$ cat src/sync_ram.sv
// Write is synchronous and reads are combinational, with no reset of the contents
`timescale 1ns/1ps

module sync_ram #(
  parameter type elem_t = logic [31:0],
  parameter int  depth  = 64,
  parameter int  aw     = $clog2(depth)
) (
  input  logic          clk,
  input  logic          we,
  input  logic [aw-1:0] waddr,
  input  elem_t         wdata,
  input  logic [aw-1:0] raddr_a,
  output elem_t         rdata_a,
  input  logic [aw-1:0] raddr_b,
  output elem_t         rdata_b
);

  elem_t mem [depth];

  always_ff @(posedge clk) begin
    if (we) begin
      mem[waddr] <= wdata;
    end
  end

  // Both ports see the old word in the cycle of a write to the same address
  assign rdata_a = mem[raddr_a];
  assign rdata_b = mem[raddr_b];

endmodule

$ cat config.mk
export PLATFORM = sky130hd
export DESIGN_NAME = sync_ram
export DESIGN_NICKNAME = d
export VERILOG_FILES = /design/src/sync_ram.sv
export SDC_FILE = /design/constraint.sdc
export NUM_CORES = 2
export LEC_CHECK = 0
export ABC_CLOCK_PERIOD_IN_PS = 5500
export BUFFER_PORTS_ARGS = -buffer_cell sky130_fd_sc_hd__buf_4
export CORE_ASPECT_RATIO = 0.8
export CORE_MARGIN = 10
export CORE_UTILIZATION = 45
export DETAILED_ROUTE_END_ITERATION = 10
export GPL_TIMING_DRIVEN = 1
export PLACE_DENSITY_LB_ADDON = 0.2
export SYNTH_ARGS = -nofsm -noshare
export SYNTH_HDL_FRONTEND = slang
export SYNTH_SLANG_ARGS = --single-unit
$ cat constraint.sdc
create_clock -name clk -period 5.5 [get_ports clk]
set_input_delay 0.55 -clock clk [delete_from_list [all_inputs] [get_ports clk]]
set_output_delay 0.55 -clock clk [all_outputs]
set_load 0.02 [all_outputs]
==> flow_summary.json <==
{
  "status": "finished, final reports clean",
  "overflow": 0,
  "p_leak_nw": 33.14,
  "multi_input_area_sq_um": 31650,
  "synth_fp_nets": 4400,
  "grt_pass1_wl_um": 427900,
  "antenna_found_initial": 29,
  "num-fill-cells": 16270,
  "ys.flop_type": "edfxtp_1",
  "grt_pass1_vias": 52140,
  "path_max_fanout": 39,
  "yosysMostFrequentCell": "edfxtp_1",
  "synth_cells": 4348,
  "cts_htree_levels": 4,
  "start_kind": "input pin",
  "holdBufCountCts": 0,
  "layout_setup_ws_ps": 961.0,
  "fin_crit_sh": 0.8253,
  "synth_area_leaders": "edfxtp_1, mux4_2, mux2i_1",
  "maxCapViolCount": 0,
  "yosys_warnings": 0,
  "slew_violations": 0,
  "max_freq_mhz": 220.3,
  "synth_cell_type_count": 37,
  "num_rows": 150,
  "synth_seq_cells": 2048,
  "crit_chain": "buf_6 > nand3b_1 > o221ai_1 > a21oi_1 > nor2_1 > o22ai_1 > buf_4",
  "worstPathRequired_ps": 4950,
  "end_kind": "primary output",
  "synth_edf_count": 2048,
  "yosys-top-cells-count": "edfxtp_1, mux4_2, mux2i_1",
  "postRouteAntennaNets": 0,
  "setup_viol": 0,
  "drt_iter0_drc": 8019,
  "path_delay_family": "compound AO/OA/AOI/OAI gates",
  "gp_congestion": 0.8267,
  "setup-tns-final_ps": 0,
  "drtPass1Iterations": 5,
  "largest_reg_flops": 2048,
  "ctsResizeCount": 0,
  "reg_top3": "mem x2048",
  "critical_path_buf_inv_count": 2,
  "synth_largest_area_cell": "edfxtp_1",
  "routed_wl_um": 309000,
  "area_growth_pct": 12.75,
  "drc": 0,
  "fp.dieH_um": 429.6,
  "num_vias": 52330,
  "maxSlewHeadroom": 0.05432,
  "yosysSeqAreaShare": 0.6516,
  "synth_top_cell_area_share": 0.6516,
  "post_cts_buffers": 0,
  "final_nets": 4624,
  "async_flop_share": 0,
  "hold_path_depth": 1,
  "placed_area_sq_um": 99930,
  "final.min_clock_period_ps": 4539,
  "start_util": 0.4522,
  "regMostFlops": "mem",
  "cts_tree": "built",
  "grt_max_degree": 65,
  "holdPathEnd": "mem[42][18]$_DFFE_PP_",
  "min-delay-start": "wdata[18]",
  "post-route-util": 0.5099,
  "syn_area_sq_um": 94380,
  "worst_path_max_delay_cell": "a21oi_1",
  "cts_root_buf": "clkbuf_16",
  "cpPeakStageDelay_ps": 780,
  "crit_arrival_ps": 3990,
  "tightestPinTransition_ps": 1415,
  "hold_viol": 0,
  "clock_path_buffers": 3,
  "vias_per_cell": 6.917,
  "hold_class": "in -> reg",
  "powerDensity_nw_per_um2": 321.8,
  "cts.clk_slew.worst_paths_ps": 60,
  "wire_per_inst_um": 40.84,
  "worst_ir_drop_vdd_v": 0.0002678,
  "grt.total_usage": 0.2663,
  "synth.avg_cell_area_sq_um": 21.71,
  "path_class": "in -> out",
  "stdcell_area_sq_um": 106400,
  "fp.dieW_um": 532.0,
  "post-place-ws_ps": 1013,
  "portBuffers": 115,
  "drive_above_1_share": 0.3964,
  "die_area_sq_um": 228600,
  "cts_sinks": 2048,
  "cts_buffers": 205,
  "coreArea_sq_um": 208700,
  "place_hpwl_um": 185800,
  "boundaryPins": 116,
  "seq_area_sq_um": 61500,
  "rsz0062_at_grt": "false"
}
-- kinds of logic after synthesis --
group	after synthesis	share of synthesized area
flip-flops	2048	0.6516
multiplexers	1364	0.2941
buffers and inverters	348	0.01851
AO/OA/AOI/OAI	340	0.02425
AND/OR/NAND/NOR	248	0.01148
-- layout by cell type, fill, tap and decap left out, types with 10 or more instances in the layout --
cell type / synthesis / final
edfxtp_1: 2048 / 2048
mux4_2: 1124 / 1124
buf_4: 55 / 318
clkbuf_16: 0 / 208
mux2i_1: 204 / 204
nand2_1: 93 / 91
a22oi_1: 85 / 85
nor2_4: 0 / 63
a21oi_1: 58 / 58
clkinv_1: 0 / 58
o22ai_1: 56 / 56
clkbuf_1: 135 / 43
buf_12: 0 / 38
mux2_2: 36 / 36
clkinv_2: 0 / 33
nor2_1: 94 / 31
o21ai_1: 31 / 31
o211ai_1: 27 / 27
o21ai_0: 18 / 18
nor2b_1: 19 / 16
o221ai_1: 16 / 16
bufinv_16: 0 / 16
a211oi_1: 15 / 15
a221oi_1: 13 / 13
diode_2: 0 / 10
-- stage by stage --
stage | hold WS [ps] | total power, mW | cells
2_1_floorplan | 648.9 | 19.45 | 4348
3_3_place_gp | 1108 | 20.77 | 7177
3_5_place_dp | 1115 | 20.78 | 7177
4_1_cts | 203.5 | 34.38 | 7555
5_1_grt | 241.6 | 35.17 | 7562
6_report | 229.5 | 34.25 | 7565
-- worst max-delay path by stage --
stage	from	endpoint	slack (ps)	depth (start not counted)
after floorplan	waddr[3]	mem[48][0]$_DFFE_PP_	1760	4
after global placement	raddr_b[1]	rdata_b[0]	1010	9
after detailed placement	raddr_b[1]	rdata_b[0]	1010	9
after CTS	raddr_b[1]	rdata_b[0]	1010	9
after global routing	raddr_b[1]	rdata_b[0]	970	9
final	raddr_a[3]	rdata_a[4]	960	7
-- where the power goes --
part           switching, mW  leakage [nW]  internal [mW]
sequential            0.0429          18.4           17.3
combinational           1.90          11.6           1.25
clock                   6.10          3.14           7.67
total                   8.04          33.1           26.2
-- final cells by class --
class,count,area share
Clock buffer,251,0.05043
Antenna cell,10,0.0002352
Timing Repair Buffer,364,0.03064
Tap cell,2812,0.03306
Inverter,1,0.00003527
Multi-Input combinational cell,1952,0.2974
Clock inverter,127,0.01023
Sequential cell,2048,0.5779
-- layer usage --
layer	global-route usage	wire, um
met5	0	99
met4	0.08777	11210
met3	0.08087	39430
met2	0.3926	138200
met1	0.3812	120000
Note: power is estimated with default switching activity, not from simulation.
