--- src/fetch_pkg.sv ---
// RV64 fetch front end definitions; no compressed instructions, and pc is always word aligned
package fetch_pkg;

  localparam int xlen = 64;
  localparam int ilen = 32;

  localparam int imem_depth = 64; // Instruction words
  localparam int imem_aw    = 6;
  localparam int reg_aw     = 5;

  typedef logic [xlen-1:0] xword_t;
  typedef logic [ilen-1:0] inst_t;

  // Opcode field is instruction bits 6 to 2, the low two bits are always 2'b11
  localparam logic [4:0] op_jal    = 5'b11011;
  localparam logic [4:0] op_jalr   = 5'b11001;
  localparam logic [4:0] op_branch = 5'b11000;

  localparam logic [2:0] f3_beq  = 3'b000;
  localparam logic [2:0] f3_bne  = 3'b001;
  localparam logic [2:0] f3_blt  = 3'b100;
  localparam logic [2:0] f3_bge  = 3'b101;
  localparam logic [2:0] f3_bltu = 3'b110;
  localparam logic [2:0] f3_bgeu = 3'b111;

  localparam xword_t reset_pc = '0; // Also the restart address of every run

  localparam int cnt_w = 8;

  typedef enum logic [1:0] {
    idle  = 2'd0,
    fetch = 2'd1,
    halt  = 2'd2
  } fetch_state_t;

endpackage

--- src/fetch_fsm.sv ---
// A start while fetching is dropped; the run ends only through limit_hit
`timescale 1ns/1ps

module fetch_fsm
  import fetch_pkg::*;
(
  input  logic clk,
  input  logic rst,
  input  logic start,
  input  logic limit_hit,
  output logic fetch_en,
  output logic load_start,
  output logic done
);

  fetch_state_t state;
  fetch_state_t state_next;

  assign load_start = start && (state != fetch);

  always_comb begin
    state_next = state;
    case (state)
      idle:    if (start) state_next = fetch;
      fetch:   if (limit_hit) state_next = halt;
      halt:    if (start) state_next = fetch; // Restart from reset_pc
      default: state_next = idle;
    endcase
  end

  always_ff @(posedge clk) begin
    if (rst) begin
      state <= idle;
    end else begin
      state <= state_next;
    end
  end

  assign fetch_en = (state == fetch);
  assign done     = (state == halt);

endmodule

--- config.mk ---
export PLATFORM = sky130hd
export DESIGN_NAME = fetch_fsm
export DESIGN_NICKNAME = d
export VERILOG_FILES = /design/src/fetch_pkg.sv /design/src/fetch_fsm.sv
export SDC_FILE = /design/constraint.sdc
export NUM_CORES = 1
export LEC_CHECK = 0
export BUFFER_PORTS_ARGS = -buffer_cell sky130_fd_sc_hd__buf_2
export CAP_MARGIN = 40
export CORE_AREA = 2 2 39 41
export DETAILED_ROUTE_END_ITERATION = 6
export DIE_AREA = 0 0 41 43
export GPL_ROUTABILITY_DRIVEN = 0
export PLACE_DENSITY = 0.3
export SETUP_SLACK_MARGIN = 0.4
export SKIP_CTS_REPAIR_TIMING = 1
export SLEW_MARGIN = 40
export SYNTH_ARGS = -nofsm -noshare
export SYNTH_HDL_FRONTEND = slang
export SYNTH_SLANG_ARGS = --single-unit
--- constraint.sdc ---
create_clock -name clk -period 1.4 [get_ports clk]
set_input_delay 0.28 -clock clk [delete_from_list [all_inputs] [get_ports clk]]
set_output_delay 0.28 -clock clk [all_outputs]
set_load 0.01 [all_outputs]
==> impl_metrics.py <==
metrics = {
    "run_status": {
        "status": "completed",
    },
    "logic_synthesis": {
        "synth_cells": 11,
        "synth.avg_cell_area_um2": 8.76,
        "netlist_top_cells_area": "dfxtp_1 (42%), a32o_1 (10%), or3b_1 (9.1%)",
        "yosysTopAreaCell": "dfxtp_1",
        "synth_nets": 15,
        "synth.cell_area_um2": 96.3,
        "ys_types": 10,
        "synth-seq-cells": 2,
        "ys_seq_area_frac": 0.416,
        "yosys_warnings": 0,
        "synth.top_cell.area_share": 0.416,
    },
    "worst_hold_path": {
        "hold_class": "in -> reg",
        "hp-start": "limit_hit",
    },
    "pwr": {
        "power.density_nw_per_um2": 1220,
        "switching_share": 0.221,
        "p_leak_nw": 0.0884,
        "power_frac_seq": 0.291,
        "cell_internal_pwr_w": 0.000175,
        "comb_power_share": 0.153,
        "vdd_drop_max_uv": 327,
        "p_switching_w": 0.0000498,
        "power_frac_clock": 0.556,
    },
    "sta": {
        "hold_ws_ns": 0.266,
        "skew_ns": 0.00308,
        "fin_crit_sh": 0.861,
        "drv_slew": 0,
        "finalSetupTns_ns": 0,
        "slew_headroom": 0.870,
        "setup_viol": 0,
        "fin_crit_ns": 1.21,
        "hold_violations": 0,
        "fmax_mhz": 829,
        "max_slew.worst_pin.slew_ns": 0.193,
        "rsz0062_at_grt": "yes",
    },
    "die": {
        "ios": 7,
        "dieHeight_um": 43,
        "coreArea_um2": 1380,
        "num_rows": 14,
        "dieWidth_um": 41,
        "die_area_um2": 1760,
        "start_util": 0.0696,
    },
    "layout": {
        "fin_util": 0.134,
        "final_layout_size_suffix_gt1_frac": 0.650,
        "final_common_cell": "buf_2",
        "largest_register_ffs": 2,
        "final_area_um2": 185,
        "mostFrequentLayoutCells": "buf_2 (5), clkbuf_4 (3), dfxtp_2 (2)",
        "fillers": 160,
        "instances_no_fill": 36,
        "largestRegisters": "state: 2 flops",
        "fin_nets": 26,
        "area_growth_pct": 92.2,
        "top_register": "state",
        "antenna-diode-count": 0,
        "multiInputGateArea_um2": 56.3,
        "seq_area_um2": 42.5,
    },
    "setup_path": {
        "crit_path_end_kind": "primary output",
        "critPathKind": "reg -> out",
        "required_ns": 1.12,
        "cp-startpoint": "state[1]$_SDFFE_PP0P_",
        "r2r-start": "state[0]$_SDFFE_PP0P_",
        "crit_path_start_kind": "flip-flop",
        "crit_arrival_ns": 0.93,
        "cp_max_fo": 3,
    },
    "grt": {
        "grt_pass1_wl_um": 365,
        "grt_max_degree": 5,
        "antenna_found_initial": 0,
        "track_usage": 0.0381,
        "overflow": 0,
        "grt_pass1_vias": 102,
    },
    "route": {
        "wirelength_um": 264,
        "postRouteAntennaNets": 0,
        "vias_per_cell": 2.97,
        "avgRoutedWirePerCell_um": 7.33,
        "num_vias": 107,
        "drt_iter0_drc": 6,
        "firstDrtPassIters": 4,
        "drcViolationCount": 0,
    },
    "place": {
        "postPlaceCellArea_um2": 146,
        "port_buffers": 6,
        "hpwl_um": 197,
        "dp_cells": 33,
    },
    "clock_tree": {
        "clkTransAtPathRegs_ns": 0.03,
        "cts_tree": "yes",
        "htreeDepth": 1,
        "ctsLongestPathBuffers": 2,
        "cts.sinks": 2,
        "clock-root-buffer": "clkbuf_4",
        "clock_latency_ns": 0.22,
        "cts_made_buffers": 3,
    },
    "job": {
        "cap_violations": 0,
    },
}
-- through the flow --
stage / setup slack, ns / power, W
floorplan: 0.489 / 0.0000788
global placement: 0.365 / 0.0000926
detailed placement: 0.364 / 0.0000929
CTS: 0.122 / 0.000226
global route: 0.161 / 0.000242
finish: 0.194 / 0.000225
-- cells in the mapped netlist --
master and n:
nor2_1 1, nand2b_1 1, inv_1 1, or3b_1 1, and2_1 1, a32o_1 1
dfxtp_1 2, o31ai_1 1, inv_2 1, nor2b_1 1
-- cells by family (layout without fill, tap and decap cells) --
| family | count (synthesis) | count (layout) | synth area share |
|---|---|---|---|
| compound gates | 2 | 2 | 0.182 |
| flops | 2 | 2 | 0.416 |
| buf+inv | 2 | 11 | 0.0778 |
| simple gates | 5 | 5 | 0.325 |
-- layout make-up --
class,instances,share of cell area
well taps,16,0.108
inverters,2,0.0405
flip-flops and latches,2,0.230
clock buffers,3,0.122
multi-input cells,7,0.304
repair buffers,6,0.196
-- power by group through the flow --
stage	sequential, W	clock [W]	combinational, W
floorplan	0.0000635	0	0.0000153
global placement	0.0000642	0	0.0000284
detailed placement	0.0000641	0	0.0000288
CTS	0.0000634	0.000134	0.0000289
global route	0.0000658	0.000139	0.0000379
finish	0.0000655	0.000125	0.0000345
-- final timing paths --
kind                                         endpoint  slack [ns]  cells past startpoint
worst max-delay path                       load_start        0.19                      3
worst min-delay path            state[0]$_SDFFE_PP0P_        0.27                      2
worst max register to register  state[0]$_SDFFE_PP0P_        0.54                      2
worst min register to register  state[0]$_SDFFE_PP0P_        0.50                      2
-- routing by layer --
layer	wire, µm	up-vias	track usage
met2	97	7	0.0250
li1	-	55	-
met5	0	-	0
met1	128	45	0.0447
met4	0	0	0.0800
met3	38	0	0.0209
-- critical path, stage by stage (launching register included) --
cell and delay, ns:
dfxtp_2 0.30, nand2b_4 0.14, and2_1 0.13, buf_2 0.13
Power figures use the tool's default switching activity.
