### config.mk
export PLATFORM = sky130hd
export DESIGN_NAME = pc_unit
export DESIGN_NICKNAME = d
export VERILOG_FILES = /design/src/fetch_pkg.sv /design/src/pc_unit.sv
export SDC_FILE = /design/constraint.sdc
export NUM_CORES = 1
export LEC_CHECK = 0
export ABC_CLOCK_PERIOD_IN_PS = 2400
export BUFFER_PORTS_ARGS = -buffer_cell sky130_fd_sc_hd__buf_2
export CAP_MARGIN = 0
export CORE_ASPECT_RATIO = 1.5
export CORE_MARGIN = 2
export CORE_UTILIZATION = 52
export DETAILED_ROUTE_END_ITERATION = 7
export PLACE_DENSITY = 0.81
export SYNTH_ARGS = -nofsm -noshare
export SYNTH_HDL_FRONTEND = slang
export SYNTH_SLANG_ARGS = --single-unit
### constraint.sdc
create_clock -name clk -period 2.4 [get_ports clk]
set_input_delay 0.12 -clock clk [delete_from_list [all_inputs] [get_ports clk]]
set_output_delay 0.12 -clock clk [all_outputs]
set_load 0.005 [all_outputs]
### src/fetch_pkg.sv
// RV64 fetch front end definitions; no compressed instructions, and pc is always word aligned
package fetch_pkg;

  localparam int xlen = 64;
  localparam int ilen = 32;

  localparam int imem_depth = 64; // Instruction words
  localparam int imem_aw    = 6;
  localparam int reg_aw     = 5;

  typedef logic [xlen-1:0] xword_t;
  typedef logic [ilen-1:0] inst_t;

  // Opcode field is instruction bits 6 to 2, the low two bits are always 2'b11
  localparam logic [4:0] op_jal    = 5'b11011;
  localparam logic [4:0] op_jalr   = 5'b11001;
  localparam logic [4:0] op_branch = 5'b11000;

  localparam logic [2:0] f3_beq  = 3'b000;
  localparam logic [2:0] f3_bne  = 3'b001;
  localparam logic [2:0] f3_blt  = 3'b100;
  localparam logic [2:0] f3_bge  = 3'b101;
  localparam logic [2:0] f3_bltu = 3'b110;
  localparam logic [2:0] f3_bgeu = 3'b111;

  localparam xword_t reset_pc = '0; // Also the restart address of every run

  localparam int cnt_w = 8;

  typedef enum logic [1:0] {
    idle  = 2'd0,
    fetch = 2'd1,
    halt  = 2'd2
  } fetch_state_t;

endpackage

### src/pc_unit.sv
// The pc only moves while fetch_en is high, and load_start takes priority over stepping
`timescale 1ns/1ps

module pc_unit
  import fetch_pkg::*;
(
  input  logic   clk,
  input  logic   rst,
  input  logic   fetch_en,
  input  logic   load_start,
  input  logic   pc_jmp,
  input  xword_t pc_jmpaddr,
  output xword_t pc
);

  xword_t pc_next;

  assign pc_next = pc_jmp ? pc_jmpaddr : pc + xword_t'(4);

  always_ff @(posedge clk) begin
    if (rst || load_start) begin
      pc <= reset_pc;
    end else if (fetch_en) begin
      pc <= pc_next; // One step per fetched word
    end
  end

endmodule

==> flow_summary.yaml <==
power_and_ir_drop:
  total_leakage_power_nw: 2.19
  p_seq_share_pct: 41.1
  p_comb_share_pct: 12.3
  p_switching_uw: 693
  vdd_drop_max_uv: 406
  p_per_area_nw_per_um2: 512
  p_sw_share_pct: 25.2
  internal_power_mw: 2.06
  clkPwrFrac_pct: 46.7
place:
  gp_congestion: 0.972
  post_dp_cell_area_sq_um: 5060
  place_hpwl_microns: 10100
  port_buffers: 132
die:
  fp.coreArea_sq_um: 7660
  io-pin-count: 133
  die_w_microns: 76.8
  die_h_microns: 113
  initial_utilization_pct: 54.0
  dieArea_sq_um: 8700
  row_count: 39
global_routing:
  grt_overflow_total: 0
  antenna_found_initial: 0
  grtUsageTotal_pct: 31.8
  grt_max_degree: 58
  grt_pass1_vias: 4834
  grt_pass1_wl_microns: 22400
clock_network:
  root_buffer: "clkbuf_16"
  htree_levels: 3
  cts_sinks: 64
  numCtsBuffers: 9
  cts_buffer_depth: 2
  postCtsHoldBufs: 0
  clkTransAtPathRegs_ns: 0.05
  cts_tree: "done"
  clk_latency_ns: 0.34
sta:
  final-max-slew-violation-count: 0
  period_minus_slack_ns: 2.23
  rsz0062_at_grt: "false"
  worst_pin_slew_ns: 0.569
  hold_viol: 0
  relSlewSlack_pct: 62.1
  tns_ns: 0
  fmax_mhz: 447
  fin_skew_ns: 0.00486
  hold_slack_ns: 0.0178
  post-route-period-util_pct: 93.1
  setup_viol: 0
yosys:
  syn_nets: 627
  synth-adder-area-share_pct: 0.302
  syn_inst: 557
  synth-seq-area-share_pct: 31.0
  netlist.area_leader.share_pct: 31.0
  async_flop_share_pct: 0
  yosys_most_used_dff: "dfxtp_1"
  yosys_warnings: 0
  synth_cell_types: 53
  ys_ff_latch: 64
  synthTopCellsByArea: "dfxtp_1, a22oi_1, nand3_1"
  synth_compound_area_share_pct: 29.7
  synthMuxAreaShare_pct: 2.42
  syn-cell-area_sq_um: 4140
  synth_most_common_cell: "dfxtp_1"
  syn-mean-instance-area_sq_um: 7.43
  yosysTopAreaCell: "dfxtp_1"
  synth_common_cells: "dfxtp_1, nand2_1, nor2_1, nand3_1, clkbuf_1"
  synth_edf_count: 0
  yosys.area_share.simple_pct: 31.9
  synth_top_family_by_area: "simple AND/OR/NAND/NOR gates"
  synth-xor-area-share_pct: 0
finish:
  layout-drive-gt1-share_pct: 29.1
  n_antenna_cell: 0
  reg.largest.list: "pc x64"
  final_area_sq_um: 5370
  area_growth_pct: 29.8
  largest_reg_flops: 64
  top_register: "pc"
  final_nets: 768
worst_setup_path:
  cp-end-kind: "flip-flop"
  rr_startpoint: "pc[11]$_SDFFE_PP0P_"
  crit_required_ns: 2.61
  r2r_cells: 8
  worstSetupPathType: "flip-flop to flip-flop"
  start_kind: "flip-flop"
  r2r-end: "pc[63]$_SDFFE_PP0P_"
  critPathMaxFanout: 5
  arrival_ns: 2.44
  r2r_setup_slack_ns: 0.17
run_status:
  status: "finished, final reports clean"
drt:
  via_count: 5120
  drt_iter0_markers: 375
  routed_via_density: 6.37
  wl_per_cell_microns: 17.3
  antenna_left: 0
  routed_wl_microns: 13900
  post-route-drc-count: 0
  drtPass1Iterations: 7
run:
  cap_violations: 0
min_path:
  hold_start: "pc_jmpaddr[0]"
  holdCritPathClass: "input pin to flip-flop"
  min_to: "pc[0]$_SDFFE_PP0P_"
  holdPathStages: 3
## critical path, cell delays in order (launching register included)
cell,delay (ns)
dfxtp_1,0.38
nand3_2,0.13
buf_4,0.18
nor4_4,0.40
nand3_1,0.20
nor4_1,0.36
buf_4,0.20
mux2i_1,0.17
o22ai_1,0.09
## worst max path at each step
| stage | to | cells after the start | startpoint |
|---|---|---|---|
| after floorplan | pc[34]$_SDFFE_PP0P_ | 8 | pc[8]$_SDFFE_PP0P_ |
| after global placement | pc[32]$_SDFFE_PP0P_ | 7 | pc[13]$_SDFFE_PP0P_ |
| after detailed placement | pc[32]$_SDFFE_PP0P_ | 7 | pc[16]$_SDFFE_PP0P_ |
| after CTS | pc[32]$_SDFFE_PP0P_ | 7 | pc[16]$_SDFFE_PP0P_ |
| after global routing | pc[63]$_SDFFE_PP0P_ | 8 | pc[11]$_SDFFE_PP0P_ |
| final | pc[63]$_SDFFE_PP0P_ | 8 | pc[11]$_SDFFE_PP0P_ |
## metrics by stage
stage          std cells  util [%]  total power [mW]  setup slack (ns)
3_5_place_dp         788      66.0              1.48           -0.0143
2_1_floorplan        557         -              1.33             0.168
4_1_cts              803      69.8              2.76            0.0271
5_1_grt              804      70.1              2.84            0.0130
6_report             804      70.1              2.75             0.165
3_3_place_gp         788      66.0              1.47            0.0708
## layout by cell type, fill, tap and decap left out, drive strengths merged, types with 5 or more instances in the layout
cell	count
nor2	53
a32o	5
a22oi	36
a21oi	31
or3	12
a31oi	15
and3	12
nor3	11
mux2i	10
buf	172
nand2	54
dfxtp	64
clkbuf	11
nand3	51
a22o	8
o22ai	9
a211oi	15
nand4	15
and2	6
o21ai	32
o31ai	5
inv	6
o211ai	7
nor4	13
## power groups by stage
| stage | Sequential (mW) | Combinational [mW] | Clock, mW |
|---|---|---|---|
| floorplan | 1.15 | 0.183 | 0 |
| global placement | 1.15 | 0.326 | 0 |
| detailed placement | 1.15 | 0.333 | 0 |
| CTS | 1.13 | 0.334 | 1.29 |
| global route | 1.13 | 0.372 | 1.33 |
| finish | 1.13 | 0.338 | 1.28 |
## area by class of cell
cell class              count  area (sq um)
multi-input cells         444          2690
fillers                   682          2290
flip-flops and latches     64          1280
repair buffers            172           961
clock buffers              11           243
well taps                 102           128
clock inverters             4          45.0
inverters                   7          26.3
## cell families (layout without fill, tap and decap cells)
group	count (synthesis)	after routing
compound gates	183	183
mux	10	10
flops	64	64
fa+ha+maj	1	1
simple gates	250	250
buf+inv	49	194
## timing repair
action,in CTS,in global routing
pin swaps,1,1
setup endpoints to repair,2,17
gates resized for setup,0,3
buffers inserted,0,1
## metal layers
metal / wire [microns] / track usage [%] / vias to the layer above
met2: 7250 / 57.9 / 252
met1: 5170 / 34.1 / 2395
li1: - / - / 2423
met5: 0 / 0 / -
met3: 947 / 5.66 / 50
met4: 520 / 18.5 / 0
(Power assumes the default switching activity.)
