===== config.mk =====
export PLATFORM = sky130hd
export DESIGN_NAME = fetch_counter
export DESIGN_NICKNAME = d
export VERILOG_FILES = /design/src/fetch_pkg.sv /design/src/fetch_counter.sv
export SDC_FILE = /design/constraint.sdc
export NUM_CORES = 1
export LEC_CHECK = 0
export BUFFER_PORTS_ARGS = -buffer_cell sky130_fd_sc_hd__buf_2
export CAP_MARGIN = 0
export CORE_ASPECT_RATIO = 0.8
export CORE_MARGIN = 2
export CORE_UTILIZATION = 50
export CTS_CLUSTER_DIAMETER = 200
export DETAILED_ROUTE_END_ITERATION = 8
export PLACE_DENSITY = 0.69
export SLEW_MARGIN = 0
export SYNTH_ARGS = -nofsm -noshare
export SYNTH_HDL_FRONTEND = slang
export SYNTH_SLANG_ARGS = --single-unit

===== constraint.sdc =====
create_clock -name clk -period 2.75 [get_ports clk]
set_clock_uncertainty 0.2 [all_clocks]
set_input_delay 0 -clock clk [delete_from_list [all_inputs] [get_ports clk]]
set_output_delay 0 -clock clk [all_outputs]
set_load 0.02 [all_outputs]

===== src/fetch_pkg.sv =====
// RV64 fetch front end definitions; no compressed instructions, and pc is always word aligned
package fetch_pkg;

  localparam int xlen = 64;
  localparam int ilen = 32;

  localparam int imem_depth = 64; // Instruction words
  localparam int imem_aw    = 6;
  localparam int reg_aw     = 5;

  typedef logic [xlen-1:0] xword_t;
  typedef logic [ilen-1:0] inst_t;

  // Opcode field is instruction bits 6 to 2, the low two bits are always 2'b11
  localparam logic [4:0] op_jal    = 5'b11011;
  localparam logic [4:0] op_jalr   = 5'b11001;
  localparam logic [4:0] op_branch = 5'b11000;

  localparam logic [2:0] f3_beq  = 3'b000;
  localparam logic [2:0] f3_bne  = 3'b001;
  localparam logic [2:0] f3_blt  = 3'b100;
  localparam logic [2:0] f3_bge  = 3'b101;
  localparam logic [2:0] f3_bltu = 3'b110;
  localparam logic [2:0] f3_bgeu = 3'b111;

  localparam xword_t reset_pc = '0; // Also the restart address of every run

  localparam int cnt_w = 8;

  typedef enum logic [1:0] {
    idle  = 2'd0,
    fetch = 2'd1,
    halt  = 2'd2
  } fetch_state_t;

endpackage


===== src/fetch_counter.sv =====
// The limit is captured with load_start, and a limit of 0 runs a single fetch
`timescale 1ns/1ps

module fetch_counter
  import fetch_pkg::*;
(
  input  logic             clk,
  input  logic             rst,
  input  logic             load_start,
  input  logic             fetch_en,
  input  logic [cnt_w-1:0] fetch_limit,
  output logic             limit_hit
);

  logic [cnt_w-1:0] count;
  logic [cnt_w-1:0] limit_q;

  always_ff @(posedge clk) begin
    if (rst) begin
      count   <= '0;
      limit_q <= cnt_w'(1);
    end else if (load_start) begin
      count   <= '0;
      limit_q <= (fetch_limit == '0) ? cnt_w'(1) : fetch_limit;
    end else if (fetch_en) begin
      count <= count + cnt_w'(1);
    end
  end

  // High during the cycle of the last fetch, so the FSM halts on its closing edge
  assign limit_hit = fetch_en && (count + cnt_w'(1) == limit_q);

endmodule


==> flow_results.xml <==
<?xml version="1.0" encoding="UTF-8"?>
<metrics>
  <group name="run_status">
    <metric name="outcome" unit="">complete, no violations</metric>
  </group>
  <group name="synth">
    <metric name="mappedNetlistNets" unit="">110</metric>
    <metric name="avgSynthCellArea" unit="um^2">8.926</metric>
    <metric name="yosys.cell_types.count" unit="">26</metric>
    <metric name="syn_area" unit="um^2">865.8</metric>
    <metric name="synth_seq_area_share" unit="%">36.99</metric>
    <metric name="synthesis.instances" unit="">97</metric>
    <metric name="synth_top_area_cell" unit="">sky130_fd_sc_hd__dfxtp_1</metric>
    <metric name="ys_warn_count" unit="">0</metric>
    <metric name="synth_top_cells_by_area" unit="">sky130_fd_sc_hd__dfxtp_1, sky130_fd_sc_hd__xnor2_1, sky130_fd_sc_hd__mux2i_1</metric>
    <metric name="synth_seq_cells" unit="">16</metric>
    <metric name="synthDominantCellAreaShare" unit="%">36.99</metric>
  </group>
  <group name="placement">
    <metric name="place.gp.congestion" unit="">0.7574</metric>
    <metric name="placedCellCount" unit="">124</metric>
    <metric name="detailed_place_hpwl" unit="um">1213</metric>
    <metric name="io_buffers" unit="">12</metric>
  </group>
  <group name="layout">
    <metric name="fill_cell_instance_count_of_the_final_layout" unit="">124</metric>
    <metric name="post_route_cells_drive_above_1_share" unit="%">17.05</metric>
    <metric name="layout.nets" unit="">143</metric>
    <metric name="area_growth_syn_to_layout" unit="%">36.85</metric>
    <metric name="layout.cells.non_filler" unit="">151</metric>
    <metric name="insertedDiodeCount" unit="">0</metric>
  </group>
  <group name="cts">
    <metric name="cts_setup_buffers" unit="">0</metric>
    <metric name="clock_tree.root_cell" unit="">sky130_fd_sc_hd__clkbuf_4</metric>
    <metric name="clock_tree.buffer_depth" unit="">2</metric>
    <metric name="cts-buffers-inserted" unit="">3</metric>
    <metric name="cts_tree" unit="">built</metric>
    <metric name="path_clk_slew" unit="ns">0.10</metric>
    <metric name="clk_latency" unit="ns">0.29</metric>
    <metric name="cts_num_sinks" unit="">16</metric>
    <metric name="htreeDepth" unit="">1</metric>
  </group>
  <group name="worst_hold_path">
    <metric name="min_path_cells" unit="">3</metric>
    <metric name="worst_hold_path.endpoint" unit="">count[0]</metric>
    <metric name="worst_hold_startpoint" unit="">load_start</metric>
    <metric name="timing.hold.worst.class" unit="">input port to register</metric>
  </group>
  <group name="sta">
    <metric name="timing.final.crit_period" unit="ns">2.478</metric>
    <metric name="worstMarginPinSlew" unit="ns">0.3468</metric>
    <metric name="max_freq" unit="MHz">403.5</metric>
    <metric name="final.setup.tns" unit="ns">0</metric>
    <metric name="rsz_0062_raised_after_global_routing" unit="">no</metric>
    <metric name="final-max-slew-violation-count" unit="">0</metric>
    <metric name="max-slew-margin-rel" unit="%">76.85</metric>
    <metric name="final_number_of_setup_violating_endpoints" unit="">0</metric>
    <metric name="hold_viol_final" unit="">0</metric>
    <metric name="min_period_over_period" unit="%">90.12</metric>
  </group>
  <group name="pwr">
    <metric name="peakVddDrop" unit="V">0.0003575</metric>
    <metric name="post-layout-total-power" unit="W">0.0004948</metric>
    <metric name="p_leak" unit="nW">0.4843</metric>
    <metric name="power_density" unit="nW/um^2">417.6</metric>
  </group>
  <group name="detailed_routing">
    <metric name="vias" unit="">841</metric>
    <metric name="route.detailed.vias_per_inst" unit="">5.570</metric>
    <metric name="wire_per_inst" unit="um">15.00</metric>
    <metric name="ant_nets" unit="">0</metric>
    <metric name="detail_route.drc_violations" unit="">0</metric>
    <metric name="detailedRoute.firstIterationViolations" unit="">37</metric>
    <metric name="detail_route.wirelength" unit="um">2265</metric>
    <metric name="drt_pre_antenna_iters" unit="">4</metric>
  </group>
  <group name="die">
    <metric name="die_h" unit="um">41.22</metric>
    <metric name="die_outline_area" unit="um^2">2083</metric>
    <metric name="io_pins" unit="">13</metric>
    <metric name="placeableCoreArea" unit="um^2">1627</metric>
    <metric name="floorplan.rows" unit="">13</metric>
    <metric name="dieWidth" unit="um">50.53</metric>
    <metric name="initial_util" unit="%">53.23</metric>
  </group>
  <group name="global_routing">
    <metric name="antenna_violations_before_repair" unit="">0</metric>
    <metric name="global_route_wire_length_before_repair" unit="um">3746</metric>
    <metric name="total_global_routing_overflow" unit="">0</metric>
    <metric name="first_global_vias" unit="">849</metric>
    <metric name="grt_usage" unit="%">26.70</metric>
    <metric name="grt_max_degree" unit="">11</metric>
  </group>
  <group name="setup_path">
    <metric name="worst-endpoint-required" unit="ns">2.55</metric>
    <metric name="cp_data_arrival_time" unit="ns">2.28</metric>
    <metric name="setup.worst_path.start_class" unit="">register</metric>
    <metric name="worst_case_register_to_register_setup_slack" unit="ns">0.75</metric>
    <metric name="timing.rr.end" unit="">limit_q[3]</metric>
    <metric name="timing.rr.start" unit="">limit_q[3]</metric>
    <metric name="r2r_cells" unit="">4</metric>
    <metric name="category_of_the_most_critical_setup_path" unit="">register to primary output</metric>
    <metric name="worst_setup_path_end_kind" unit="">primary output</metric>
    <metric name="critPathMaxFanout" unit="">10</metric>
  </group>
  <group name="job">
    <metric name="max_cap_viol_count" unit="">0</metric>
  </group>
</metrics>
## state kept, by name, indices dropped and copies added (netlist names)
name and flops:
limit_q 8, count 8
## worst max path at each step
stage	depth (start not counted)	to	slack, ns	startpoint
finish	5	limit_hit	0.27	count[2]
global route	5	limit_hit	0.17	count[2]
CTS	5	limit_hit	0.30	count[2]
detailed placement	5	limit_hit	0.63	count[2]
floorplan	4	limit_hit	0.67	count[0]
global placement	5	limit_hit	0.66	count[2]
## routing by layer
metal | GRT usage, % | vias up | share of wire, %
li1 | - | 394 | -
met2 | 48.03 | 28 | 46
met3 | 9.854 | 20 | 4.2
met5 | 0 | - | 0
met1 | 25.93 | 399 | 42
met4 | 22.97 | 0 | 8.1
## placed cells by master (no fill, tap or decap)
| cell type | n |
|---|---|
| sky130_fd_sc_hd__and3_1 | 1 |
| sky130_fd_sc_hd__or3_1 | 1 |
| sky130_fd_sc_hd__ha_1 | 1 |
| sky130_fd_sc_hd__xor2_1 | 7 |
| sky130_fd_sc_hd__a2111oi_2 | 1 |
| sky130_fd_sc_hd__and4_4 | 1 |
| sky130_fd_sc_hd__o211ai_1 | 1 |
| sky130_fd_sc_hd__nand4_1 | 6 |
| sky130_fd_sc_hd__a21boi_2 | 1 |
| sky130_fd_sc_hd__nand2_1 | 3 |
| sky130_fd_sc_hd__a21oi_1 | 3 |
| sky130_fd_sc_hd__nor2_1 | 17 |
| sky130_fd_sc_hd__and3b_1 | 1 |
| sky130_fd_sc_hd__dfxtp_1 | 16 |
| sky130_fd_sc_hd__mux2i_1 | 8 |
| sky130_fd_sc_hd__or2_2 | 2 |
| sky130_fd_sc_hd__nor3_1 | 3 |
| sky130_fd_sc_hd__nand3_1 | 3 |
| sky130_fd_sc_hd__xnor2_1 | 10 |
| sky130_fd_sc_hd__a2bb2oi_1 | 1 |
| sky130_fd_sc_hd__or4b_4 | 1 |
| sky130_fd_sc_hd__dlygate4sd3_1 | 23 |
| sky130_fd_sc_hd__inv_1 | 1 |
| sky130_fd_sc_hd__clkbuf_8 | 1 |
| sky130_fd_sc_hd__nor4_1 | 1 |
| sky130_fd_sc_hd__buf_2 | 12 |
| sky130_fd_sc_hd__clkbuf_4 | 3 |
## timing repair
item,4_1_cts,5_1_grt
hold endpoints to repair,15,0
hold buffers,23,0
gates resized for setup,0,0
## cell usage after synthesis
master,count
sky130_fd_sc_hd__buf_2,1
sky130_fd_sc_hd__nor2_1,17
sky130_fd_sc_hd__o211ai_1,1
sky130_fd_sc_hd__mux2i_1,8
sky130_fd_sc_hd__or3_1,1
sky130_fd_sc_hd__a21boi_2,1
sky130_fd_sc_hd__nand4_1,6
sky130_fd_sc_hd__buf_4,2
sky130_fd_sc_hd__and3_1,1
sky130_fd_sc_hd__a2bb2oi_1,1
sky130_fd_sc_hd__inv_1,1
sky130_fd_sc_hd__dfxtp_1,16
sky130_fd_sc_hd__or4b_4,1
sky130_fd_sc_hd__clkbuf_1,4
sky130_fd_sc_hd__nor3_1,3
sky130_fd_sc_hd__or2_2,2
sky130_fd_sc_hd__nand2_1,3
sky130_fd_sc_hd__nand3_1,3
sky130_fd_sc_hd__a2111oi_2,1
sky130_fd_sc_hd__a21oi_1,3
sky130_fd_sc_hd__xnor2_1,10
sky130_fd_sc_hd__and3b_1,1
sky130_fd_sc_hd__nor4_1,1
sky130_fd_sc_hd__xor2_1,7
sky130_fd_sc_hd__and4_4,1
sky130_fd_sc_hd__ha_1,1
## power breakdown
group,switching [W],total (W),internal (W)
Clock,0.0000783,0.000159,0.0000808
Sequential,0.00000784,0.000247,0.000240
Combinational,0.0000357,0.0000883,0.0000526
## worst max-delay path: stages, from the launching register on
cell and delay, ns:
sky130_fd_sc_hd__dfxtp_1 0.54, sky130_fd_sc_hd__and4_4 0.30, sky130_fd_sc_hd__a21boi_2 0.07, sky130_fd_sc_hd__or4b_4 0.52, sky130_fd_sc_hd__a2111oi_2 0.34, sky130_fd_sc_hd__buf_2 0.21
## kinds of logic (layout without fill, tap and decap cells)
kind of cell | Yosys count | in the layout | synth area share [%]
buf+inv | 8 | 40 | 4.478
simple gates | 40 | 40 | 23.99
compound gates | 7 | 7 | 6.647
fa+ha+maj | 1 | 1 | 1.445
xor+xnor | 17 | 17 | 17.20
flops | 16 | 16 | 36.99
mux | 8 | 8 | 9.249
## cell type report
cell class	instances	area [um^2]	area share (%)
repair buffers	35	290.3	24.50
inverters	1	3.754	0.3168
clock buffers	4	36.28	3.062
multi-input cells	73	506.7	42.77
flip-flops and latches	16	320.3	27.03
well taps	22	27.53	2.323
## stage by stage
stage | hold WS [ns] | cell area [um^2] | utilization [%] | setup slack [ns]
after floorplan | -0.05245 | 865.8 | - | 0.6711
after global placement | 0.05346 | 918.4 | 56.46 | 0.6639
after detailed placement | 0.06009 | 918.4 | 56.46 | 0.6308
after CTS | 0.1246 | 1185 | 72.85 | 0.2983
after global routing | 0.1739 | 1185 | 72.85 | 0.1702
final | 0.1299 | 1185 | 72.85 | 0.2716
No activity file was read; power rests on OpenSTA's default activity.
