File: src/fetch_pkg.sv
// RV64 fetch front end definitions; no compressed instructions, and pc is always word aligned
package fetch_pkg;

  localparam int xlen = 64;
  localparam int ilen = 32;

  localparam int imem_depth = 64; // Instruction words
  localparam int imem_aw    = 6;
  localparam int reg_aw     = 5;

  typedef logic [xlen-1:0] xword_t;
  typedef logic [ilen-1:0] inst_t;

  // Opcode field is instruction bits 6 to 2, the low two bits are always 2'b11
  localparam logic [4:0] op_jal    = 5'b11011;
  localparam logic [4:0] op_jalr   = 5'b11001;
  localparam logic [4:0] op_branch = 5'b11000;

  localparam logic [2:0] f3_beq  = 3'b000;
  localparam logic [2:0] f3_bne  = 3'b001;
  localparam logic [2:0] f3_blt  = 3'b100;
  localparam logic [2:0] f3_bge  = 3'b101;
  localparam logic [2:0] f3_bltu = 3'b110;
  localparam logic [2:0] f3_bgeu = 3'b111;

  localparam xword_t reset_pc = '0; // Also the restart address of every run

  localparam int cnt_w = 8;

  typedef enum logic [1:0] {
    idle  = 2'd0,
    fetch = 2'd1,
    halt  = 2'd2
  } fetch_state_t;

endpackage

File: src/minidecode.sv
// Purely combinational jump decode; target is not checked for alignment and x0 is not forced to zero
`timescale 1ns/1ps

module minidecode
  import fetch_pkg::*;
(
  input  xword_t            pc,
  input  inst_t             inst,
  output logic [reg_aw-1:0] rs1,
  input  xword_t            rs1_data,
  output logic [reg_aw-1:0] rs2,
  input  xword_t            rs2_data,
  output logic              pc_jmp,
  output xword_t            pc_jmpaddr
);

  logic [4:0] opcode;
  logic [2:0] funct3;
  xword_t     i_imm;
  xword_t     j_imm;
  xword_t     b_imm;
  xword_t     jalr_sum;
  logic       is_jal;
  logic       is_jalr;
  logic       is_branch;
  logic       cond;

  assign opcode = inst[6:2];
  assign funct3 = inst[14:12];
  assign rs1    = inst[19:15];
  assign rs2    = inst[24:20];

  assign i_imm = {{(xlen-12){inst[31]}}, inst[31:20]};
  assign j_imm = {{(xlen-20){inst[31]}}, inst[19:12], inst[20], inst[30:21], 1'b0};
  assign b_imm = {{(xlen-12){inst[31]}}, inst[7], inst[30:25], inst[11:8], 1'b0};

  assign is_jal    = (opcode == op_jal);
  assign is_jalr   = (opcode == op_jalr);
  assign is_branch = (opcode == op_branch);

  assign jalr_sum = rs1_data + i_imm;

  // Only the comparison named by funct3 decides the branch
  always_comb begin
    case (funct3)
      f3_beq:  cond = (rs1_data == rs2_data);
      f3_bne:  cond = (rs1_data != rs2_data);
      f3_blt:  cond = ($signed(rs1_data) < $signed(rs2_data));
      f3_bge:  cond = ($signed(rs1_data) >= $signed(rs2_data));
      f3_bltu: cond = (rs1_data < rs2_data);
      f3_bgeu: cond = (rs1_data >= rs2_data);
      default: cond = 1'b0; // Reserved funct3 codes never branch
    endcase
  end

  assign pc_jmp = is_jal | is_jalr | (is_branch & cond);

  always_comb begin
    if (is_jal) begin
      pc_jmpaddr = pc + j_imm;
    end else if (is_jalr) begin
      pc_jmpaddr = {jalr_sum[xlen-1:1], 1'b0}; // Bit 0 is cleared as the ISA requires
    end else if (is_branch && cond) begin
      pc_jmpaddr = pc + b_imm;
    end else begin
      pc_jmpaddr = '0;
    end
  end

endmodule

File: config.mk
export PLATFORM = sky130hd
export DESIGN_NAME = minidecode
export DESIGN_NICKNAME = d
export VERILOG_FILES = /design/src/fetch_pkg.sv /design/src/minidecode.sv
export SDC_FILE = /design/constraint.sdc
export NUM_CORES = 1
export LEC_CHECK = 0
export BUFFER_PORTS_ARGS = -buffer_cell sky130_fd_sc_hd__buf_2
export CAP_MARGIN = 20
export CORE_MARGIN = 10
export CORE_UTILIZATION = 52
export DETAILED_ROUTE_END_ITERATION = 12
export PLACE_DENSITY = 0.75
export SLEW_MARGIN = 0
export SYNTH_ARGS = -nofsm -noshare
export SYNTH_HDL_FRONTEND = slang
export SYNTH_SLANG_ARGS = --single-unit
File: constraint.sdc
create_clock -name vclk -period 5.85
set_clock_uncertainty 0.2 [all_clocks]
set_input_delay 0.585 -clock vclk [all_inputs]
set_output_delay 0.585 -clock vclk [all_outputs]
set_load 0.01 [all_outputs]
==> qor.csv, run 1 <==
metric,value,unit
area taken by flip-flops and latches,0,sq um
WP data arrival,4630,ps
warnings from Yosys,0,
status,"finished, final reports clean",
total internal power,0.556,mW
max-capacitance violation count,0,
met3 wirelength from detailed routing,5240,um
Comb power frac,100.0,%
"leading cell type in the layout, fill and taps excluded",buf_2,
post-synthesis instance total,1833,
cts-stage hold buffer count,0,
vias in the first global route,14600,
GRT Util Overall,33.0,%
pin count of the biggest net entering global routing,58,
Residual DRC,0,
setup bufs post-CTS,0,
max-slew violation count,0,
clock network fraction of design power,0,%
Sw Pwr,0.937,mW
final worst-path setup slack,433,ps
global-route wire length before repair,78800,um
static leakage power,6.49,nW
routed length per placed instance,22.0,um
synthesized net count,2261,
highest clock frequency the design can meet,185,MHz
signed area change from the synthesized netlist to the final layout,13.6,%
Routed WL,51600,um
num ports,299,
type of the most critical hold path,primary input to output port,
die footprint,29400,sq um
wire length on met1,22300,um
number of resized instances in the post-cts repair step,0,
proportion of layout cells with a drive suffix above 1,17.5,%
fraction of the cycle the final worst path needs,92.6,%
number of placement rows,55,
area of the mapped netlist,11900,sq um
maximum ir drop on the vdd rail,53.7,uV
Post-Place Worst Slack,582,ps
height of the die,171,um
highest routed layer,met5,
width of the chip,171,um
number of antenna violations at the first check in global routing,1,
core region area,22600,sq um
initial drt markers,1971,
DRT Pass-1 Iters,6,
"Net count, final",2489,
final period demand of the worst path,5420,ps
weighted congestion at the end of routability-driven global placement,0.998,
routed via count,15700,
"Worst Path Class, Setup",primary input to output port,
number of antenna-violating nets in the routed design,0,
average instance area after synthesis,6.50,sq um
Setup crit end kind,output port,
starting density of the core,52.8,%
overall power after layout,1.49,mW
Critical Path Start Type,primary input,
utilization of the core after routing,60.0,%
Netlist cell types,79,
most frequent cells in the layout,"buf_2 (296), a21oi_1 (234), ha_1 (201), nand2_1 (180), o21ai_0 (150)",
number of input and output port buffers inserted,297,
GRT Residual Overflow,0,
sequential cell area fraction in the yosys report,0,%
Sum Neg Setup Slack,0,ps
worst path required time,5070,ps
RSZ-0062 raised after global routing,false,
power density over the cells,110,nW/um^2
Via-to-Cell Ratio,6.68,
Net Sw Frac,62.8,%
detailed-routed wire length on met2,22400,um
"Hold Vio Cnt, Final",0,
"critical path fanouts, max",8,
estimated wirelength of the detail-placed design,43900,um
fraction of power consumed by sequential logic,0,%
remaining max-slew budget at the tightest pin,31.7,%
FF+latch count,0,
Antenna Diode Count,0,
smallest hold slack,1180,ps
Slew @ Worst Pin,1010,ps
number of setup violations in the final report,0,
count of clock buffers in the final design,0,
power groups by stage:
stage | logic (mW) | registers, mW | clock network, mW
2_1_floorplan | 0.962 | 0 | 0
3_3_place_gp | 1.42 | 0 | 0
3_5_place_dp | 1.44 | 0 | 0
4_1_cts | 1.45 | 0 | 0
5_1_grt | 1.61 | 0 | 0
6_report | 1.49 | 0 | 0
per-stage QoR:
step | cells | cell area [sq um]
floorplan | 1833 | 11900
global placement | 2344 | 13500
detailed placement | 2344 | 13500
CTS | 2344 | 13500
global route | 2344 | 13500
finish | 2344 | 13500
critical path, stage by stage:
cell and delay (ps):
buf_2 120, ha_1 320, nand2_1 60, o21ai_0 510, a211oi_1 90, o31ai_1 560
nor4b_1 130, a21oi_1 410, mux2i_1 350, nand2_1 230, buf_4 230, o21ai_0 180
a21oi_1 90, or4_1 580, buf_2 170
synthesized netlist by cell type (all sizes together) (5+ instances only):
library cell  instances  share of area, %
a22oi                14              0.88
o21ai               161               6.8
o221a                12               1.1
o311ai                7              0.51
nor2                133               4.2
o221ai               17               1.2
a41oi                 5              0.37
nand3                36               1.5
o21bai               31               2.0
xor2                 54               4.0
nor3b                 7              0.44
inv                 108               3.4
or2                  15              0.79
a21boi                6              0.38
o21a                 16               1.0
o31ai                15              0.99
clkbuf               76               2.4
a31o                  5              0.37
nor2b                18              0.94
a31oi                24               1.3
o22ai                27               1.4
a21oi               234               9.8
o211ai               14              0.88
nand2               180               5.7
xnor2                55               4.0
a211oi               23               1.6
a21o                 73               4.6
a221oi               20               1.5
or3                  11              0.58
a22o                  6              0.44
and2                  7              0.37
and3                 11              0.58
nor3                 36               1.5
buf                  21               1.2
nor4                 14              0.91
ha                  201                21
a221o                 5              0.42
nand2b               18              0.94
nand4                58               3.1
cells by family (layout without fill, tap and decap cells):
group,count (synthesis),after routing,synth area share [%]
AO/OA/AOI/OAI,752,752,40.5
XOR/XNOR,109,109,8.01
buffers and inverters,205,431,7.02
adder cells (fa/ha/maj),204,204,21.6
AND/OR/NAND/NOR,558,558,22.5
multiplexers,5,5,0.430
worst paths after layout:
check                        start        endpoint  slack (ps)  cells past startpoint
worst max-delay path  rs1_data[59]  pc_jmpaddr[54]         430                     15
worst min-delay path      inst[16]          rs1[1]        1180                      2
metal layers:
layer	global-route usage, %	vias up
met1	45.6	7294
met4	9.19	2
met3	3.67	102
li1	-	7375
met2	52.5	889
met5	0	-
area by class of cell:
class,count,area [sq um]
inverters,108,405
fillers,2293,9030
multi-input cells,1628,11100
well taps,285,357
repair buffers,323,1700
Note: power is estimated with default switching activity, not from simulation.
==> run 2, diff against run 1 <==
Settings changed: CORE_UTILIZATION 52 to 35, PLACE_DENSITY 0.75 to 0.53.
==> qor.csv, run 2 (synthesis results as in run 1) <==
metric,value,unit,change
crit-path max cell delay,710,ps,+130 ps
maximum ir drop on the vdd rail,32.4,uV,-40%
num ports,299,,unchanged
WP data arrival,4540,ps,-90 ps
fin area,13800,sq um,+1.5%
max-slew violation count,0,,unchanged
height of the die,205,um,+19%
number of stages on the worst hold path,2,,unchanged
core region area,33500,sq um,+49%
Setup crit end kind,output port,,
max-capacitance violation count,0,,unchanged
met1 track demand over resource in global routing,34.5,%,-11 points
"Slowest-stage cell, CP",o21ai_0,,
number of placement rows,67,,+22%
number of antenna-violating nets in the routed design,0,,unchanged
width of the chip,205,um,+19%
weighted congestion at the end of routability-driven global placement,0.951,,-4.7%
Via-to-Cell Ratio,5.96,,-11%
global-route wire length before repair,80700,um,+2.5%
Top Family by Delay on Critical Path,compound AO/OA/AOI/OAI gates,,
remaining max-slew budget at the tightest pin,36.7,%,+5.1 points
number of setup violations in the final report,0,,unchanged
met3 capacity usage during global routing,2.69,%,-0.98 points
number of resized instances in the post-cts repair step,0,,unchanged
estimated wirelength of the detail-placed design,46100,um,+5.1%
pin count of the biggest net entering global routing,59,,+1.7%
hold path startpoint,inst[19],,
"leading cell type in the layout, fill and taps excluded",buf_2,,
CP most frequent cell,a21oi_1,,
number of antenna violations at the first check in global routing,2,,+1
RSZ-0062 raised after global routing,false,,
"critical path fanouts, max",6,,-2
status,"finished, final reports clean",,
routed length per placed instance,21.2,um,-3.7%
final period demand of the worst path,5320,ps,-96.8 ps
signed area change from the synthesized netlist to the final layout,15.4,%,
cts-stage hold buffer count,0,,unchanged
Residual DRC,0,,unchanged
worst-path cell chain,"buf_2, ha_1, inv_1, fa_1, nand2b_1, a21oi_1, o21ai_0, a21oi_1, a311o_1, o31ai_2, o21ai_0, a21oi_1, o311ai_0, buf_2",,
worst path required time,5070,ps,about the same
CP Buf/Inv Count,3,,unchanged
area taken by flip-flops and latches,0,sq um,unchanged
die footprint,41800,sq um,+42%
GRT Residual Overflow,0,,unchanged
fraction of the cycle the final worst path needs,90.9,%,-1.7 points
most utilized layer in the global route result,met2,,
highest clock frequency the design can meet,188,MHz,+1.8%
Critical Path Start Type,primary input,,
Post-Place Worst Slack,608,ps,+26.1 ps
DP Cell Count,2509,,+7.0%
Slew @ Worst Pin,949,ps,-65.1 ps
DRT Pass-1 Iters,5,,-1
proportion of layout cells with a drive suffix above 1,17.6,%,+0.080 points
number of input and output port buffers inserted,297,,unchanged
Sum Neg Setup Slack,0,ps,unchanged
count of clock buffers in the final design,0,,unchanged
"Worst Path Class, Setup",primary input to output port,,
starting density of the core,35.5,%,-17 points
Routed WL,53200,um,+3.1%
met2 track utilization from global routing,36.8,%,-16 points
most frequent cells in the layout,"buf_2 (296), a21oi_1 (234), ha_1 (201), nand2_1 (180), o21ai_0 (150)",,
static leakage power,6.50,nW,about the same
power density over the cells,108,nW/um^2,-2.4%
final worst-path setup slack,529,ps,+96.8 ps
initial drt markers,1346,,-32%
setup bufs post-CTS,0,,unchanged
GRT Util Overall,23.8,%,-9.1 points
type of the most critical hold path,primary input to output port,,
vias in the first global route,14300,,-2.4%
"Hold Vio Cnt, Final",0,,unchanged
smallest hold slack,1190,ps,+8.70 ps
WHS Endpoint,rs1[4],,
FF+latch count,0,,unchanged
routed via count,15000,,-4.4%
post-layout instance count excluding filler cells,2510,,+7.1%
"Net count, final",2491,,+0.080%
Placement Cell Area,13700,sq um,+1.5%
==> run 2: cell count changes in the layout (fill, tap and decap cells not counted) <==
cell,before,now
diode_2,0,1
buf_12,1,0
buf_4,26,29
==> run 2: stage by stage <==
| step | power, mW | utilization (%) |
|---|---|---|
| floorplan | 0.962 | - |
| global placement | 1.44 | 41.0 |
| detailed placement | 1.45 | 41.0 |
| CTS | 1.46 | 41.0 |
| global route | 1.62 | 41.0 |
| finish | 1.48 | 41.0 |
==> run 2: worst max-delay path by stage <==
stage	startpoint	endpoint	slack, ps	cells after the start
floorplan	rs2_data[43]	pc_jmpaddr[28]	1720	14
global placement	rs1_data[63]	pc_jmpaddr[54]	680	15
detailed placement	rs1_data[63]	pc_jmpaddr[54]	610	15
CTS	rs1_data[63]	pc_jmpaddr[54]	600	15
global route	inst[27]	pc_jmpaddr[44]	310	13
finish	inst[21]	pc_jmpaddr[35]	530	14
==> run 2: per-layer routing <==
metal  vias up  share of wire (%)
li1       7395                  -
met1      6897                 48
met2       624                 42
met3        56                7.7
met4         0                2.4
met5         -                  0
==> run 2: final cells by class <==
class                      count  area (sq um)
fill                        3717         19800
multi-input combinational   1628         11100
timing repair buffer         325          1700
tap                          448           561
inverter                     108           405
antenna                        1          2.50
==> run 2: power by group <==
part / leakage [nW] / total [mW] / switching [mW] / internal [mW]
Sequential: 0 / 0 / 0 / 0
Combinational: 6.50 / 1.48 / 0.926 / 0.555
Clock: 0.00000634 / 0.0000000229 / 0 / 0.0000000228
Total: 6.50 / 1.48 / 0.926 / 0.555
==> run 3, diff against run 2 <==
Settings changed: ABC_AREA set to 1, PLACE_DENSITY 0.53 to 0.52.
==> qor.csv, run 3 <==
metric,value,unit,change
cell taking the most area after synthesis,ha_1,,
cts-stage hold buffer count,0,,unchanged
synthesized net count,3053,,+35%
"Slowest-stage cell, CP",buf_4,,
number of input and output port buffers inserted,297,,unchanged
worst path required time,5070,ps,about the same
Slew @ Worst Pin,972,ps,+23.2 ps
Synth top cells by count,"nand2_1 (607), inv_1 (409), nor2_1 (333)",,
GRT Residual Overflow,0,,unchanged
estimated wirelength of the detail-placed design,59100,um,+28%
final period demand of the worst path,4740,ps,-578 ps
core region area,38800,sq um,+16%
max-capacitance violation count,0,,unchanged
overall power after layout,1.54,mW,+3.8%
number of resized instances in the post-cts repair step,0,,unchanged
number of antenna-violating nets in the routed design,0,,unchanged
area taken by flip-flops and latches,0,sq um,unchanged
pin count of the biggest net entering global routing,45,,-24%
height of the die,219,um,+6.8%
average instance area after synthesis,5.26,sq um,-19%
proportion of layout cells with a drive suffix above 1,11.6,%,-6.0 points
width of the chip,219,um,+6.8%
routed length per placed instance,19.5,um,-8.0%
fraction of the cycle the final worst path needs,81.1,%,-9.9 points
area of the mapped netlist,13800,sq um,+16%
power density over the cells,97.3,nW/um^2,-9.7%
Post-Synth Simple-Gate Area,38.5,%,+16 points
share of the synthesized area in the top cell type,18.2,%,-2.9 points
"Hold Vio Cnt, Final",0,,unchanged
Critical Path Start Type,primary input,,
routed via count,18300,,+22%
count of clock buffers in the final design,0,,unchanged
FF+latch count,0,,unchanged
DRT Pass-1 Iters,6,,+1
Antenna Diode Count,0,,-1
combinational family with the most area after synthesis,simple AND/OR/NAND/NOR gates,,
max-slew violation count,0,,unchanged
Netlist cell types,42,,-47%
Setup crit end kind,output port,,
initial drt markers,1384,,+2.8%
highest clock frequency the design can meet,211,MHz,+12%
"critical path fanouts, max",44,,+38
"share of synthesized cell area in full adder, half adder and majority cells",18.7,%,-2.9 points
GRT Util Overall,26.2,%,+2.4 points
area fraction in compound gates after synthesis,23.2,%,-17 points
Sum Neg Setup Slack,0,ps,unchanged
weighted congestion at the end of routability-driven global placement,1.02,,+7.5%
maximum ir drop on the vdd rail,40.0,uV,+23%
main area contributors after synthesis,"ha_1 (18%), nand2_1 (17%), inv_1 (11%), a21oi_1 (9.8%), nor2_1 (9.1%)",,
Residual DRC,0,,unchanged
area share of xor/xnor cells in the synthesized design,6.48,%,-1.5 points
type of the most critical hold path,primary input to output port,,
die footprint,47800,sq um,+14%
WP data arrival,3960,ps,-580 ps
CP most frequent cell,nand2_1,,
Via-to-Cell Ratio,5.36,,-10%
starting density of the core,35.5,%,about the same
worst-path cell chain,"buf_4, buf_4, ha_1, nand2_1, nor2_1, nand2_1, o21ai_0, nand3_1, nand2_1, nand2_1, nand2_1, nand2_1, nand3_1, nand3_1, nand3_1, buf_2",,
status,"finished, final reports clean",,
most frequent cells in the layout,"nand2_1 (607), inv_1 (408), nor2_1 (333), buf_2 (296), a21oi_1 (269)",,
cell with the most instances after synthesis,nand2_1,,
vias in the first global route,17700,,+24%
post-synthesis instance total,2625,,+43%
num ports,299,,unchanged
"Worst Path Class, Setup",primary input to output port,,
global-route wire length before repair,99000,um,+23%
fraction of synthesized area in multiplexers,0,%,-0.43 points
remaining max-slew budget at the tightest pin,35.2,%,-1.5 points
signed area change from the synthesized netlist to the final layout,14.5,%,
"leading cell type in the layout, fill and taps excluded",nand2_1,,
number of placement rows,72,,+7.5%
number of setup violations in the final report,0,,unchanged
warnings from Yosys,0,,unchanged
sequential cell area fraction in the yosys report,0,%,unchanged
Routed WL,66500,um,+25%
setup bufs post-CTS,0,,unchanged
static leakage power,8.27,nW,+27%
RSZ-0062 raised after global routing,false,,
number of antenna violations at the first check in global routing,0,,-2
"Net count, final",3321,,+33%
crit-path max cell delay,460,ps,-250 ps
run 3: critical path: cells and delay by family:
| family | cells | cell delay (ps) |
|---|---|---|
| buffers and inverters | 3 | 980 |
| adder cells (fa/ha/maj) | 1 | 260 |
| AND/OR/NAND/NOR | 11 | 1770 |
| AO/OA/AOI/OAI | 1 | 340 |
run 3: worst paths after layout:
| kind | from | end | slack (ps) | cells after the start |
|---|---|---|---|---|
| max | inst[31] | pc_jmpaddr[48] | 1110 | 16 |
| min | inst[17] | rs1[2] | 1180 | 2 |
run 3: kinds of logic (layout without fill, tap and decap cells):
group	after synthesis	in the layout
xor+xnor	102	102
simple gates	1279	1279
compound gates	584	584
buf+inv	456	722
fa+ha+maj	204	204
run 3: power by group:
group          total (mW)  internal, mW  switching, mW
Combinational        1.54         0.513           1.02
Sequential              0             0              0
Clock                   0             0              0
Total                1.54         0.513           1.02
run 3: area by class of cell:
class | instances | area, sq um
fill | 4543 | 23000
tap | 518 | 648
inverter | 410 | 1540
multi-input combinational | 2169 | 12000
timing repair buffer | 312 | 1610
run 3: per-stage QoR:
step	hold slack, ps	instance area, sq um	setup slack (ps)	util, %	cells
after global placement	1180	15800	1130	40.7	3409
after detailed placement	1190	15800	1140	40.7	3409
after CTS	1190	15800	1130	40.7	3409
after global routing	1200	15800	856	40.7	3409
after floorplan	1060	13800	2600	-	2625
final	1180	15800	1110	40.7	3409
run 3: layer usage:
metal / GRT usage (%) / up-vias / part of all wire (%)
met5: 0 / - / 0
met1: 34.6 / 8309 / 45
met3: 1.98 / 92 / 6.2
li1: - / 9228 / -
met4: 6.87 / 0 / 3.0
met2: 45.0 / 654 / 46
